===== src/design/uart_pkg.sv =====
// Fixed 8N1 format and bit time. Nothing here is set at run time
// Enum labels carry RX_/TX_ prefixes so both machines share one package

package uart_pkg;

	// Character format and timing
	localparam int DATA_BITS = 8;
	localparam int CLKS_PER_BIT = 16; // Kept short for fast simulation

	// Storage on each link
	localparam int FIFO_DEPTH = 8; // Power of two, pointers wrap naturally
	localparam int TX_HOLD_DEPTH = 1; // One-byte holding register in uart_tx

	typedef logic [DATA_BITS-1:0] byte_t;

	// Counts 0 to FIFO_DEPTH
	typedef logic [$clog2(FIFO_DEPTH+1)-1:0] credit_t;

	typedef logic [15:0] err_count_t; // Wraps silently

	typedef logic [$clog2(CLKS_PER_BIT)-1:0] baud_cnt_t;
	typedef logic [$clog2(DATA_BITS)-1:0] bit_idx_t;
	typedef logic [$clog2(FIFO_DEPTH)-1:0] fifo_ptr_t;

	typedef enum logic [1:0] {
		RX_IDLE, // Waiting for a falling edge
		RX_START, // Recheck start bit at half a bit
		RX_DATA,
		RX_STOP
	} rx_state_t;

	typedef enum logic [1:0] {
		TX_IDLE, // Line high, ready to load
		TX_START,
		TX_DATA,
		TX_STOP
	} tx_state_t;

endpackage

===== src/design/byte_stream_if.sv =====
// Sender starts with credit equal to the receiver's storage, once ready_after_reset is high
// One valid pulse moves one byte. Receiver must take every beat

interface byte_stream_if (
	input logic clk,
	input logic sresetn
);

	logic valid; // One byte per cycle high
	uart_pkg::byte_t data;
	logic credit_return; // One credit per cycle high
	logic ready_after_reset; // Low in reset, high from first cycle after

	modport sender (
		input clk,
		input sresetn,
		output valid,
		output data,
		input credit_return,
		input ready_after_reset
	);

	modport receiver (
		input clk,
		input sresetn,
		input valid,
		input data,
		output credit_return,
		output ready_after_reset
	);

endinterface


===== src/design/uart_echo_top.sv =====
// Echoes every good byte received on serial_in back out on serial_out
// Paused bridge stores FIFO_DEPTH plus one bytes, later ones count as overruns

module uart_echo_top (
	input logic clk,
	input logic sresetn,
	input logic serial_in,
	input logic tx_pause,
	output logic serial_out,
	output uart_pkg::err_count_t overrun_count,
	output uart_pkg::err_count_t frame_error_count
);

	// Receiver to FIFO
	byte_stream_if rx_link (
		.clk (clk),
		.sresetn (sresetn)
	);

	// FIFO to transmitter holding register
	byte_stream_if tx_link (
		.clk (clk),
		.sresetn (sresetn)
	);

	uart_rx i_rx (
		.clk (clk),
		.sresetn (sresetn),
		.serial_in (serial_in),
		.out (rx_link.sender),
		.overrun_count (overrun_count),
		.frame_error_count (frame_error_count)
	);

	uart_byte_fifo i_fifo (
		.clk (clk),
		.sresetn (sresetn),
		.in (rx_link.receiver),
		.out (tx_link.sender)
	);

	uart_tx i_tx (
		.clk (clk),
		.sresetn (sresetn),
		.tx_pause (tx_pause),
		.in (tx_link.receiver),
		.serial_out (serial_out)
	);

endmodule


===== src/design/uart_tx.sv =====
// One start bit, DATA_BITS data bits LSB first, exactly one stop bit
// tx_pause only blocks loading. A character in flight always finishes

module uart_tx (
	input logic clk,
	input logic sresetn,
	input logic tx_pause,
	byte_stream_if.receiver in,
	output logic serial_out
);

	uart_pkg::tx_state_t state;
	uart_pkg::baud_cnt_t baud_cnt;
	uart_pkg::bit_idx_t bit_idx;
	uart_pkg::byte_t shift_reg;
	uart_pkg::byte_t hold_data;
	logic hold_full;
	logic load;
	uart_pkg::byte_t load_data;
	logic bit_end;
	logic stop_end;

	// Take a held byte, or bypass a byte arriving this cycle
	assign load = (state == uart_pkg::TX_IDLE) && !tx_pause && (hold_full || in.valid);
	assign load_data = hold_full ? hold_data : in.data;
	assign in.credit_return = load; // Holding slot free again

	assign bit_end = (baud_cnt == uart_pkg::baud_cnt_t'(uart_pkg::CLKS_PER_BIT - 1));
	// Stop leaves a cycle early. The idle cycle after it completes the bit
	assign stop_end = (baud_cnt == uart_pkg::baud_cnt_t'(uart_pkg::CLKS_PER_BIT - 2));

	// Holding register flag
	always_ff @(posedge clk) begin
		if (!sresetn) begin
			hold_full <= 1'b0;
			in.ready_after_reset <= 1'b0;
		end else begin
			in.ready_after_reset <= 1'b1;
			if (load)
				hold_full <= 1'b0;
			else if (in.valid)
				hold_full <= 1'b1;
		end
	end

	always_ff @(posedge clk) begin
		if (in.valid)
			hold_data <= in.data;
	end

	always_ff @(posedge clk) begin
		if (load)
			shift_reg <= load_data;
		else if (state == uart_pkg::TX_DATA && bit_end)
			shift_reg <= shift_reg >> 1; // Next bit to position 0
	end

	always_ff @(posedge clk) begin
		if (!sresetn) begin
			state <= uart_pkg::TX_IDLE;
			baud_cnt <= '0;
			bit_idx <= '0;
			serial_out <= 1'b1; // Line idles high
		end else begin
			baud_cnt <= baud_cnt + uart_pkg::baud_cnt_t'(1);
			case (state)
				uart_pkg::TX_IDLE: begin
					baud_cnt <= '0;
					if (load) begin
						serial_out <= 1'b0; // Start bit from next cycle
						state <= uart_pkg::TX_START;
					end
				end
				uart_pkg::TX_START: begin
					if (bit_end) begin
						baud_cnt <= '0;
						bit_idx <= '0;
						serial_out <= shift_reg[0];
						state <= uart_pkg::TX_DATA;
					end
				end
				uart_pkg::TX_DATA: begin
					if (bit_end) begin
						baud_cnt <= '0;
						if (bit_idx == uart_pkg::bit_idx_t'(uart_pkg::DATA_BITS - 1)) begin
							serial_out <= 1'b1;
							state <= uart_pkg::TX_STOP;
						end else begin
							serial_out <= shift_reg[1]; // Shift happens this same edge
							bit_idx <= bit_idx + uart_pkg::bit_idx_t'(1);
						end
					end
				end
				uart_pkg::TX_STOP: begin
					if (stop_end)
						state <= uart_pkg::TX_IDLE;
				end
				default: state <= uart_pkg::TX_IDLE;
			endcase
		end
	end

endmodule


===== src/design/uart_byte_fifo.sv =====
// Never overflows since upstream credits equal FIFO_DEPTH
// Sends the oldest byte whenever it holds one and a downstream credit

module uart_byte_fifo (
	input logic clk,
	input logic sresetn,
	byte_stream_if.receiver in,
	byte_stream_if.sender out
);

	uart_pkg::byte_t mem [uart_pkg::FIFO_DEPTH];
	uart_pkg::fifo_ptr_t wr_ptr;
	uart_pkg::fifo_ptr_t rd_ptr;
	uart_pkg::credit_t fill; // Occupancy, same range as a credit count
	uart_pkg::credit_t tx_credits;
	logic tx_credits_loaded;
	logic send;

	// Combinational from registers only
	assign send = (fill != '0) && (tx_credits != '0);
	assign out.valid = send;
	assign out.data = mem[rd_ptr]; // Don't care while empty

	// Storage array
	always_ff @(posedge clk) begin
		if (in.valid)
			mem[wr_ptr] <= in.data;
	end

	always_ff @(posedge clk) begin
		if (!sresetn) begin
			wr_ptr <= '0;
			rd_ptr <= '0;
			fill <= '0;
			in.credit_return <= 1'b0;
			in.ready_after_reset <= 1'b0;
		end else begin
			in.ready_after_reset <= 1'b1;
			in.credit_return <= send; // Freed slot goes back next cycle
			if (in.valid)
				wr_ptr <= wr_ptr + uart_pkg::fifo_ptr_t'(1);
			if (send)
				rd_ptr <= rd_ptr + uart_pkg::fifo_ptr_t'(1);
			case ({in.valid, send})
				2'b10: fill <= fill + uart_pkg::credit_t'(1);
				2'b01: fill <= fill - uart_pkg::credit_t'(1);
				default: fill <= fill; // Push and pop together, or neither
			endcase
		end
	end

	// Credits toward the tx holding register
	always_ff @(posedge clk) begin
		if (!sresetn) begin
			tx_credits <= '0;
			tx_credits_loaded <= 1'b0;
		end else if (!tx_credits_loaded) begin
			if (out.ready_after_reset) begin
				tx_credits <= uart_pkg::credit_t'(uart_pkg::TX_HOLD_DEPTH);
				tx_credits_loaded <= 1'b1;
			end
		end else if (send && !out.credit_return) begin
			tx_credits <= tx_credits - uart_pkg::credit_t'(1);
		end else if (!send && out.credit_return) begin
			tx_credits <= tx_credits + uart_pkg::credit_t'(1);
		end
	end

endmodule


===== src/design/uart_rx.sv =====
// No parity and no break detection. Any number of stop bits is accepted
// serial_in may be asynchronous to clk. A byte with no credit left is dropped

module uart_rx (
	input logic clk,
	input logic sresetn,
	input logic serial_in,
	byte_stream_if.sender out,
	output uart_pkg::err_count_t overrun_count,
	output uart_pkg::err_count_t frame_error_count
);

	logic sync_meta; // First sync flop
	logic sync_line; // Safe to use
	logic line_prev; // For edge detect
	logic fall_edge;
	uart_pkg::rx_state_t state;
	uart_pkg::baud_cnt_t baud_cnt;
	uart_pkg::bit_idx_t bit_idx;
	uart_pkg::byte_t shift_reg;
	uart_pkg::credit_t credits;
	logic credits_loaded;
	logic half_bit;
	logic bit_end;

	// Two flops against metastability, idle level during reset
	always_ff @(posedge clk) begin
		if (!sresetn) begin
			sync_meta <= 1'b1;
			sync_line <= 1'b1;
			line_prev <= 1'b1;
		end else begin
			sync_meta <= serial_in;
			sync_line <= sync_meta;
			line_prev <= sync_line;
		end
	end

	assign fall_edge = line_prev && !sync_line;

	// Middle of start bit, then middle of every later bit
	assign half_bit = (baud_cnt == uart_pkg::baud_cnt_t'(uart_pkg::CLKS_PER_BIT/2 - 1));
	assign bit_end = (baud_cnt == uart_pkg::baud_cnt_t'(uart_pkg::CLKS_PER_BIT - 1));

	always_ff @(posedge clk) begin
		if (!sresetn) begin
			state <= uart_pkg::RX_IDLE;
			baud_cnt <= '0;
			bit_idx <= '0;
			out.valid <= 1'b0;
			overrun_count <= '0;
			frame_error_count <= '0;
		end else begin
			out.valid <= 1'b0; // Single cycle pulse
			baud_cnt <= baud_cnt + uart_pkg::baud_cnt_t'(1);
			case (state)
				uart_pkg::RX_IDLE: begin
					baud_cnt <= '0;
					if (fall_edge)
						state <= uart_pkg::RX_START;
				end
				uart_pkg::RX_START: begin
					if (half_bit) begin
						baud_cnt <= '0;
						bit_idx <= '0;
						// Glitch if line is back high
						state <= sync_line ? uart_pkg::RX_IDLE : uart_pkg::RX_DATA;
					end
				end
				uart_pkg::RX_DATA: begin
					if (bit_end) begin
						baud_cnt <= '0;
						bit_idx <= bit_idx + uart_pkg::bit_idx_t'(1);
						if (bit_idx == uart_pkg::bit_idx_t'(uart_pkg::DATA_BITS - 1))
							state <= uart_pkg::RX_STOP;
					end
				end
				uart_pkg::RX_STOP: begin
					if (bit_end) begin
						state <= uart_pkg::RX_IDLE; // Extra stop bits just look idle
						if (!sync_line)
							frame_error_count <= frame_error_count + uart_pkg::err_count_t'(1);
						else if (credits == '0)
							overrun_count <= overrun_count + uart_pkg::err_count_t'(1);
						else
							out.valid <= 1'b1;
					end
				end
				default: state <= uart_pkg::RX_IDLE;
			endcase
		end
	end

	// LSB first, new bit enters at the top
	always_ff @(posedge clk) begin
		if (state == uart_pkg::RX_DATA && bit_end)
			shift_reg <= {sync_line, shift_reg[uart_pkg::DATA_BITS-1:1]};
	end

	assign out.data = shift_reg; // Stable from last data bit until next start

	// Credits toward the FIFO
	always_ff @(posedge clk) begin
		if (!sresetn) begin
			credits <= '0;
			credits_loaded <= 1'b0;
		end else if (!credits_loaded) begin
			if (out.ready_after_reset) begin
				credits <= uart_pkg::credit_t'(uart_pkg::FIFO_DEPTH);
				credits_loaded <= 1'b1;
			end
		end else if (out.valid && !out.credit_return) begin
			credits <= credits - uart_pkg::credit_t'(1);
		end else if (!out.valid && out.credit_return) begin
			credits <= credits + uart_pkg::credit_t'(1);
		end
	end

endmodule


===== config.mk =====
export PLATFORM = sky130hd
export DESIGN_NAME = uart_echo_top
export DESIGN_NICKNAME = d
export VERILOG_FILES = /design/src/design/uart_pkg.sv /design/src/design/byte_stream_if.sv /design/src/design/uart_echo_top.sv /design/src/design/uart_tx.sv /design/src/design/uart_byte_fifo.sv /design/src/design/uart_rx.sv
export SDC_FILE = /design/constraint.sdc
export NUM_CORES = 1
export LEC_CHECK = 0
export ABC_CLOCK_PERIOD_IN_PS = 8000
export BUFFER_PORTS_ARGS = -buffer_cell sky130_fd_sc_hd__buf_2
export CORE_MARGIN = 2
export CORE_UTILIZATION = 25
export DETAILED_ROUTE_END_ITERATION = 8
export PLACE_DENSITY = 0.43
export SKIP_CTS_REPAIR_TIMING = 1
export SYNTH_ARGS = -nofsm -noshare
export SYNTH_HDL_FRONTEND = slang
export SYNTH_SLANG_ARGS = --single-unit

===== constraint.sdc =====
create_clock -name clk -period 8 [get_ports clk]
set_clock_uncertainty 0.05 [all_clocks]
set_input_delay 0.4 -clock clk [delete_from_list [all_inputs] [get_ports clk]]
set_output_delay 0.4 -clock clk [all_outputs]
set_load 0.005 [all_outputs]

Word level (Yosys, flattened, before mapping)
Memory sizes are Yosys's and may differ from the RTL's. A register that Yosys moved wholly into a read port is not among the register bits.
Cells that the tools add are included.
- register bits: 102
- memory bits (writable): 64
- word-level logic and storage cells: 162
- memories: 1
- memories (memory ; words ; width ; rd ports ; clocked after Yosys merged registers in ; wr ports ; line ; text):
    i_fifo.mem ; 8 ; 8 ; 1 ; 1 ; 1 ; uart_byte_fifo.sv:11 ; uart_pkg::byte_t mem [uart_pkg::FIFO_DEPTH];
- add/sub/neg operators: 14
- equal/unequal tests: 27
- muxes and demuxes: 51
- bitwise logic cells: 2
- reduce and logical (&&, ||, !) cells: 41
- operators with widths (operator ; count):
    $mux 4 ; 11
    $add 16x1->16 const B ; 2
    $mux 8 ; 3
    $mux 2 ; 11
    $mux 3 ; 7
    $add 4x1->4 const B ; 5
    $ne 2x1->1 const B ; 8
    $pmux 2 s4 ; 2
    $pmux 4 s2 ; 2
    $reduce_and 4->1 ; 4
    $add 3x1->3 const B ; 4
    $eq 4x4->1 const B ; 3
    $pmux 3 s2 ; 2
    $pmux 4 s3 ; 1
    $reduce_bool 2->1 ; 6
    $sub 4x1->4 const B ; 3
    $mux 1 ; 11
    $eq 2x2->1 const B ; 5
    $logic_and 1x1->1 ; 10
    $reduce_and 5->1 ; 2
    $reduce_bool 4->1 ; 2
    $eq 2x1->1 const B ; 3
    $eq 3x3->1 const B ; 2
    $logic_not 1->1 ; 6
    other kinds (12) ; 20

Longest topological paths before layout
Gate-level depths: netlist of the first run.
- depth in word-level cells: 8
- gate-level depth with buffers: 12
- mapped depth without buffers: 11

By module
A second synthesis of the first run with hierarchy kept.
- cells, all modules: 595
- area total of the unflattened synthesis: 7302.0 um^2
- modules (own cells, without submodules) (module ; instances ; cells each ; area an instance (um^2)):
    uart_byte_fifo ; 1 ; 209 ; 3454.6
    uart_rx ; 1 ; 276 ; 2560.0
    uart_tx ; 1 ; 110 ; 1287.5

Worst setup path after synthesis of the first run
Ideal clock, no wire load.
- kind: register to register
- start: register i_fifo.tx_credits[1]
- end: register i_fifo.tx_credits[3]
- setup time: 0.074 ns
- data arrival time: 2.702 ns
- required time: 7.876 ns
- path slack: 5.174 ns
- stages on the path, launching flop included: 12
- path buffers: 2
- clock period less this slack: 2.826 ns
- path through: dfxtp_1 > buf_6 > or4_4 > a21oi_4 > or2_2 > buf_2 > ha_1 > ha_1 > a31oi_1 > o22ai_1 > or3_1 > a31oi_1
- word-level cells in the longest chain between the ends: 8
- ends and longest elaborated chain (element ; line ; text):
    start: declaration ; uart_byte_fifo.sv:15 ; uart_pkg::credit_t tx_credits;
    start signal: assignment ; uart_byte_fifo.sv:59 ; tx_credits <= uart_pkg::credit_t'(uart_pkg::TX_HOLD_DEPTH);
    start signal: assignment ; uart_byte_fifo.sv:63 ; tx_credits <= tx_credits - uart_pkg::credit_t'(1);
    start signal: assignment ; uart_byte_fifo.sv:65 ; tx_credits <= tx_credits + uart_pkg::credit_t'(1);
    parallel branches: the longest is 8 deep, another holds $add 4x1->4 ; -- ;
Several ways; the timed one is not identified. The select of a mux whose other input is x is not followed.
A chain may end at the register's enable or synchronous reset.

Worst setup path after layout of the first run
- start: register i_fifo.tx_credits[1]
- end: register i_fifo.tx_credits[3]
- word-level cells in the longest chain between the ends: 8
- ends and longest elaborated chain (element ; line ; text):
    $reduce_bool 4->1 * ; uart_byte_fifo.sv:20 ; assign send = (fill != '0) && (tx_credits != '0);
    $logic_and 1x1->1 * ; uart_byte_fifo.sv:20 ;
    net i_fifo.out.valid ; byte_stream_if.sv:17 ; output valid,
    $logic_or 1x1->1 ; uart_tx.sv:24 ; assign load = (state == uart_pkg::TX_IDLE) && !tx_pause && (hold_full || in.valid);
    $logic_and 1x1->1 ; uart_tx.sv:24 ;
    $logic_not 1->1 ; uart_byte_fifo.sv:62 ; end else if (send && !out.credit_return) begin
    $logic_and 1x1->1 ; uart_byte_fifo.sv:62 ;
    $ne 3x3->1 (no line) / $mux 4 (equally long branches) ; -- ;
    $reduce_and 2->1 (no line) / $mux 4 (equally long branches) ; -- ;
The timed path passes the listed nets; every way through them passes the cells marked *. The select of a mux whose other input is x is not followed.

==> flow_metrics.py, run 1 <==
metrics = {
    "sta": {
        "period_share_pct": 38.0,
        "fmax_ghz": 0.329,
        "fin_ws_ns": 4.96,
        "fin_tns_setup_ns": 0,
        "setup_viol_count_final": 0,
        "period_needed_ns": 3.04,
        "slew_headroom_pct": 32.3,
        "hold_violations": 0,
        "rsz0062_at_grt": "no",
        "drv_slew": 0,
        "max_slew.worst_pin.slew_ns": 1.01,
    },
    "finish": {
        "design_area_um2": 8630,
        "fin_nets": 687,
        "diodes": 0,
        "regMostFlops": "i_fifo.mem",
        "syn_to_final_growth_pct": 16.2,
        "drive_above_1_share_pct": 16.4,
        "fillCellCount": 3011,
        "reg_top3": "i_fifo.mem (64), i_rx.frame_error_count (16), i_rx.overrun_count (16)",
        "largest_reg_flops": 64,
    },
    "logic_synthesis": {
        "avgSynthCellArea_um2": 12.1,
        "synth_area_um2": 7430,
        "synthFlopType": "edfxtp_1",
        "ys_warn_count": 0,
        "synthDistinctLibCells": 59,
        "seq_area_frac_synth_pct": 57.4,
        "synth_edf_count": 88,
        "synth_seq_cells": 169,
        "async_reset_ff_share_pct": 0,
        "synth.net_count": 652,
        "synth_cells": 615,
    },
    "cts": {
        "clk_pin_slew_ns": 0.07,
        "cts_buffers": 17,
        "clk_path_buf_depth": 2,
        "clock_latency_ns": 0.43,
        "cts_root_buffer": "clkbuf_16",
        "cts_tree": "done",
        "cts.sinks": 169,
        "htreeDepth": 4,
    },
    "power": {
        "p_per_area_nw_per_um2": 208,
        "p_int_w": 0.00137,
        "vdd_drop_max_mv": 0.135,
        "p_leak_nw": 2.99,
        "pwr-share-seq_pct": 50.7,
        "combPwrFrac_pct": 2.0,
        "total_power_w": 0.00180,
        "clock_power_share_pct": 47.3,
        "p_sw_w": 0.000425,
        "p_sw_share_pct": 23.6,
    },
    "drt": {
        "routedWlPerCell_um": 14.1,
        "vias_per_cell": 4.57,
        "routed_wl_um": 14900,
        "final_antenna_net_count": 0,
        "vias": 4810,
        "drtIter0Drc": 241,
        "first_pass_iters": 4,
        "drc": 0,
    },
    "critical_path": {
        "ff2ff_path_depth": 8,
        "rrSetupSlack_ns": 4.96,
        "end_kind": "flop",
        "worstPathArrival_ns": 3.27,
        "r2r_end": "i_fifo.tx_credits[3]$_SDFFE_PN0P_",
        "required_ns": 8.23,
        "startpoint_type": "flop",
        "cp.buffers_inverters": 0,
        "crit-reg2reg-launch": "i_fifo.tx_credits[1]$_SDFFE_PN0P_",
        "path_max_fanout": 13,
        "cp_slowest_cell": "nor2_1",
        "criticalPathCategory": "flop to flop",
        "slowest_delay_ns": 0.79,
        "cp_cell_sequence": "nor4_1 > nor2_1 > ha_1 > ha_1 > a31oi_1 > o22ai_1 > o311ai_0 > a31oi_1",
        "crit_family": "simple AND/OR/NAND/NOR gates",
    },
    "place": {
        "port_buffers": 36,
        "place_hpwl_um": 10100,
        "pre_cts_slack_ns": 4.94,
        "routabilityCongestion": 0.731,
        "placed_cell_area_um2": 8010,
    },
    "floorplanning": {
        "ios": 37,
        "start_util_pct": 25.2,
        "rows": 63,
        "die_area_um2": 31100,
        "dieWidth_um": 176,
        "die_height_um": 176,
        "core-area_um2": 29500,
    },
    "global_routing": {
        "antenna_found_initial": 0,
        "track_usage_pct": 9.96,
        "grt_max_degree": 53,
        "grt_overflow": 0,
        "grt_pass1_vias": 4769,
        "grt_first_pass_wirelength_um": 24500,
    },
    "min_path": {
        "hp-start": "serial_in",
        "hold_class": "input port to flop",
        "holdPathEnd": "i_rx.sync_meta$_SDFF_PN1_",
        "hold_path_depth": 2,
    },
    "job": {
        "drv_cap": 0,
    },
    "status": {
        "status": "finished clean",
    },
}
[power by group through the flow]
| stage | clock, W | sequential [W] | combinational, W |
|---|---|---|---|
| floorplan | 0 | 0.000929 | 0.0000276 |
| global placement | 0 | 0.000931 | 0.0000349 |
| detailed placement | 0 | 0.000931 | 0.0000365 |
| CTS | 0.000875 | 0.000911 | 0.0000366 |
| global route | 0.000913 | 0.000912 | 0.0000404 |
| finish | 0.000850 | 0.000911 | 0.0000359 |
[cell usage in the layout (no fill, tap or decap), types with 4 or more instances in the layout]
master and n:
and2_1 5, inv_8 5, nor2b_1 5, nand4_1 13, o31ai_1 5, or4_1 5, nor3_1 5, nand2b_1 17
edfxtp_1 88, dfxtp_1 81, buf_2 36, nand2_1 36, mux2_2 9, clkinv_8 4, clkbuf_16 17, o21ai_0 30
mux2i_1 22, nand3_1 17, inv_6 4, ha_1 31, nor2_1 57, inv_1 25, and3_1 4, xnor2_1 9
a21o_1 4, o311ai_0 4, nor4_1 8, mux4_2 16, xor2_1 16, or3_1 7, a21oi_1 27
[synth_stat cells, types with 16 or more instances]
cell / number / area share [%]
nor2_1: 57 / 2.9
dfxtp_1: 81 / 22
ha_1: 31 / 5.2
inv_1: 25 / 1.3
nand2_1: 36 / 1.8
nand3_1: 17 / 1.1
xor2_1: 16 / 1.9
a21oi_1: 27 / 1.8
edfxtp_1: 88 / 36
nand2b_1: 17 / 1.4
mux2i_1: 22 / 3.0
mux4_2: 16 / 4.9
o21ai_0: 30 / 2.0
[worst max path at each step]
stage / from / to / slack [ns] / cells after the start
6_report: i_fifo.tx_credits[1]$_SDFFE_PN0P_ / i_fifo.tx_credits[3]$_SDFFE_PN0P_ / 4.96 / 8
2_1_floorplan: i_fifo.tx_credits[1]$_SDFFE_PN0P_ / i_fifo.tx_credits[3]$_SDFFE_PN0P_ / 5.17 / 11
5_1_grt: i_fifo.tx_credits[1]$_SDFFE_PN0P_ / i_fifo.tx_credits[3]$_SDFFE_PN0P_ / 4.63 / 8
3_3_place_gp: i_fifo.tx_credits[1]$_SDFFE_PN0P_ / i_fifo.tx_credits[3]$_SDFFE_PN0P_ / 5.04 / 8
4_1_cts: i_fifo.tx_credits[0]$_SDFFE_PN0P_ / i_fifo.tx_credits[3]$_SDFFE_PN0P_ / 4.93 / 8
3_5_place_dp: i_fifo.tx_credits[1]$_SDFFE_PN0P_ / i_fifo.tx_credits[3]$_SDFFE_PN0P_ / 4.94 / 8
[logic make-up (layout without fill, tap and decap cells)]
| kind of cell | count (synthesis) | after routing | share of synthesized area, % |
|---|---|---|---|
| muxes | 47 | 47 | 9.18 |
| adders and majority gates | 33 | 33 | 5.76 |
| xor gates and xnor gates | 25 | 25 | 2.95 |
| and+or+nand+nor | 197 | 197 | 13.9 |
| AOI/OAI and AO/OA | 95 | 95 | 7.97 |
| DFF | 169 | 169 | 57.4 |
| buffers and inverters | 49 | 97 | 2.81 |
[through the flow]
stage	instances	hold slack [ns]	utilization, %
6_report	1053	0.107	29.3
3_5_place_dp	1021	0.356	27.2
4_1_cts	1053	0.0885	29.3
2_1_floorplan	615	0.336	-
3_3_place_gp	1021	0.353	27.2
5_1_grt	1053	0.0831	29.3
[layout make-up]
cell class | instances | area (um2) | area share [%]
Clock buffer | 17 | 425 | 4.93
Inverter | 26 | 97.6 | 1.13
Sequential cell | 169 | 4260 | 49.4
Timing Repair Buffer | 39 | 203 | 2.35
Multi-Input combinational cell | 397 | 2960 | 34.3
Tap cell | 390 | 488 | 5.65
Clock inverter | 15 | 195 | 2.26
[metal layers]
layer	share of wire, %	GRT usage [%]	up-vias
li1	-	-	2340
met1	47	12.8	2378
met2	49	16.5	81
met3	3.3	2.35	11
met4	1.1	3.10	0
met5	0	0	-
No activity file was read; power rests on OpenSTA's default activity.
==> run 2: changes to the inputs <==
--- a/config.mk
+++ b/config.mk
@@ -5,7 +5,7 @@
 export SDC_FILE = /design/constraint.sdc
 export NUM_CORES = 1
 export LEC_CHECK = 0
-export ABC_CLOCK_PERIOD_IN_PS = 8000
+export ABC_CLOCK_PERIOD_IN_PS = 3200
 export BUFFER_PORTS_ARGS = -buffer_cell sky130_fd_sc_hd__buf_2
 export CORE_MARGIN = 2
 export CORE_UTILIZATION = 25
==> constraint.sdc (replaced) <==
create_clock -name clk -period 3.2 [get_ports clk]
set_clock_uncertainty 0.05 [all_clocks]
set_input_delay 0.16 -clock clk [delete_from_list [all_inputs] [get_ports clk]]
set_output_delay 0.16 -clock clk [all_outputs]
set_load 0.005 [all_outputs]
==> flow_metrics.py, run 2 (synthesis results as in run 1) <==
metrics = {
    "floorplanning": {
        "die_height_um": 176,
        "rows": 63,
        "ios": 37,
        "core-area_um2": 29500,
        "start_util_pct": 25.2,
        "dieWidth_um": 176,
        "die_area_um2": 31100,
    },
    "global_routing": {
        "antenna_found_initial": 0,
        "grt_max_degree": 53,
        "use_met1_pct": 13.2,
        "track_usage_pct": 10.4,
        "grt_pass1_vias": 4804,
        "grt_overflow": 0,
        "use_met2_pct": 17.5,
        "grt_first_pass_wirelength_um": 25400,
        "grt-busiest-layer": "met2",
        "grtUsageMet3_pct": 2.65,
    },
    "finish": {
        "syn_to_final_growth_pct": 17.3,
        "final_cell_mix": "88 x edfxtp_1, 81 x dfxtp_1, 57 x nor2_1",
        "fillCellCount": 3031,
        "reg_top3": "i_fifo.mem (64), i_rx.frame_error_count (16), i_rx.overrun_count (16)",
        "regMostFlops": "i_fifo.mem",
        "drive_above_1_share_pct": 17.6,
        "largest_reg_flops": 64,
        "diodes": 0,
        "fin_nets": 696,
        "finish.utilization_pct": 29.6,
        "final_common_cell": "edfxtp_1",
    },
    "critical_path": {
        "criticalPathCategory": "flop to flop",
        "rrSetupSlack_ns": 0.18,
        "startpoint_type": "flop",
        "required_ns": 3.43,
        "path_max_fanout": 9,
        "worstPathArrival_ns": 3.25,
        "end_kind": "flop",
    },
    "cts": {
        "cts_tree": "done",
        "clock_latency_ns": 0.43,
        "htreeDepth": 4,
        "cts.sinks": 169,
        "cts_root_buffer": "clkbuf_16",
        "clk_pin_slew_ns": 0.07,
        "clk_path_buf_depth": 2,
        "cts_buffers": 17,
    },
    "sta": {
        "hold_ws_ns": 0.0772,
        "slew_headroom_pct": 40.0,
        "drv_slew": 0,
        "hold_violations": 0,
        "fin_tns_setup_ns": 0,
        "fmax_ghz": 0.331,
        "setup_viol_count_final": 0,
        "period_share_pct": 94.3,
        "max_slew.worst_pin.slew_ns": 0.897,
        "fin_ws_ns": 0.181,
        "rsz0062_at_grt": "no",
        "period_needed_ns": 3.02,
    },
    "status": {
        "status": "finished clean",
    },
    "power": {
        "p_leak_nw": 3.04,
        "p_per_area_nw_per_um2": 515,
        "vdd_drop_max_mv": 0.397,
    },
    "drt": {
        "routed_wl_um": 15400,
        "vias_per_cell": 4.53,
        "drc": 0,
        "vias": 4807,
        "final_antenna_net_count": 0,
        "drtIter0Drc": 252,
        "routedWlPerCell_um": 14.5,
        "first_pass_iters": 4,
    },
    "place": {
        "place_hpwl_um": 10400,
        "routabilityCongestion": 0.735,
        "pre_cts_slack_ns": 0.277,
        "port_buffers": 36,
    },
    "job": {
        "drv_cap": 0,
    },
    "min_path": {
        "hold_class": "input port to flop",
    },
}
## run 2: path summary, 6_finish.rpt
check                                                  from                                 to  cells past startpoint
worst max-delay path            i_fifo.fill[0]$_SDFFE_PN0P_  i_fifo.tx_credits[3]$_SDFFE_PN0P_                      9
worst min-delay path                                sresetn          i_rx.line_prev$_SDFF_PN1_                      2
worst max register to register  i_fifo.fill[0]$_SDFFE_PN0P_  i_fifo.tx_credits[3]$_SDFFE_PN0P_                      9
worst min register to register    i_rx.sync_meta$_SDFF_PN1_          i_rx.sync_line$_SDFF_PN1_                      1
## run 2: where the power goes
group / switching (W) / internal (W)
logic: 0.0000605 / 0.0000327
clock network: 0.000985 / 0.00113
registers: 0.0000133 / 0.00226
## run 2: layout make-up
cell class | instances | area [um2] | area share (%)
Sequential cell | 169 | 4260 | 48.9
Clock buffer | 17 | 425 | 4.88
Clock inverter | 15 | 199 | 2.28
Timing Repair Buffer | 48 | 273 | 3.13
Tap cell | 390 | 488 | 5.60
Inverter | 26 | 97.6 | 1.12
Multi-Input combinational cell | 397 | 2970 | 34.0
## run 2: worst max-delay path: stages, from the launching register on
cell and delay (ns):
dfxtp_1 0.36, or4_4 0.59, a21oi_4 0.24, or2_2 0.16, ha_1 0.25, ha_1 0.32, a31oi_1 0.24, o22ai_1 0.12
o311ai_0 0.37, a31oi_1 0.16
## run 2: through the flow
stage / power (W) / area, um2 / cells
floorplan: 0.00239 / 7430 / 615
global placement: 0.00241 / 8080 / 1029
detailed placement: 0.00242 / 8080 / 1029
CTS: 0.00456 / 8700 / 1061
global route: 0.00467 / 8710 / 1062
finish: 0.00449 / 8710 / 1062
## run 2: metal layers
metal | vias to the layer above | wire [um] | part of all wire [%]
met5 | - | 0 | 0
met4 | 0 | 178 | 1.2
met3 | 15 | 413 | 2.7
met2 | 62 | 7670 | 50
met1 | 2375 | 7180 | 46
li1 | 2355 | - | -
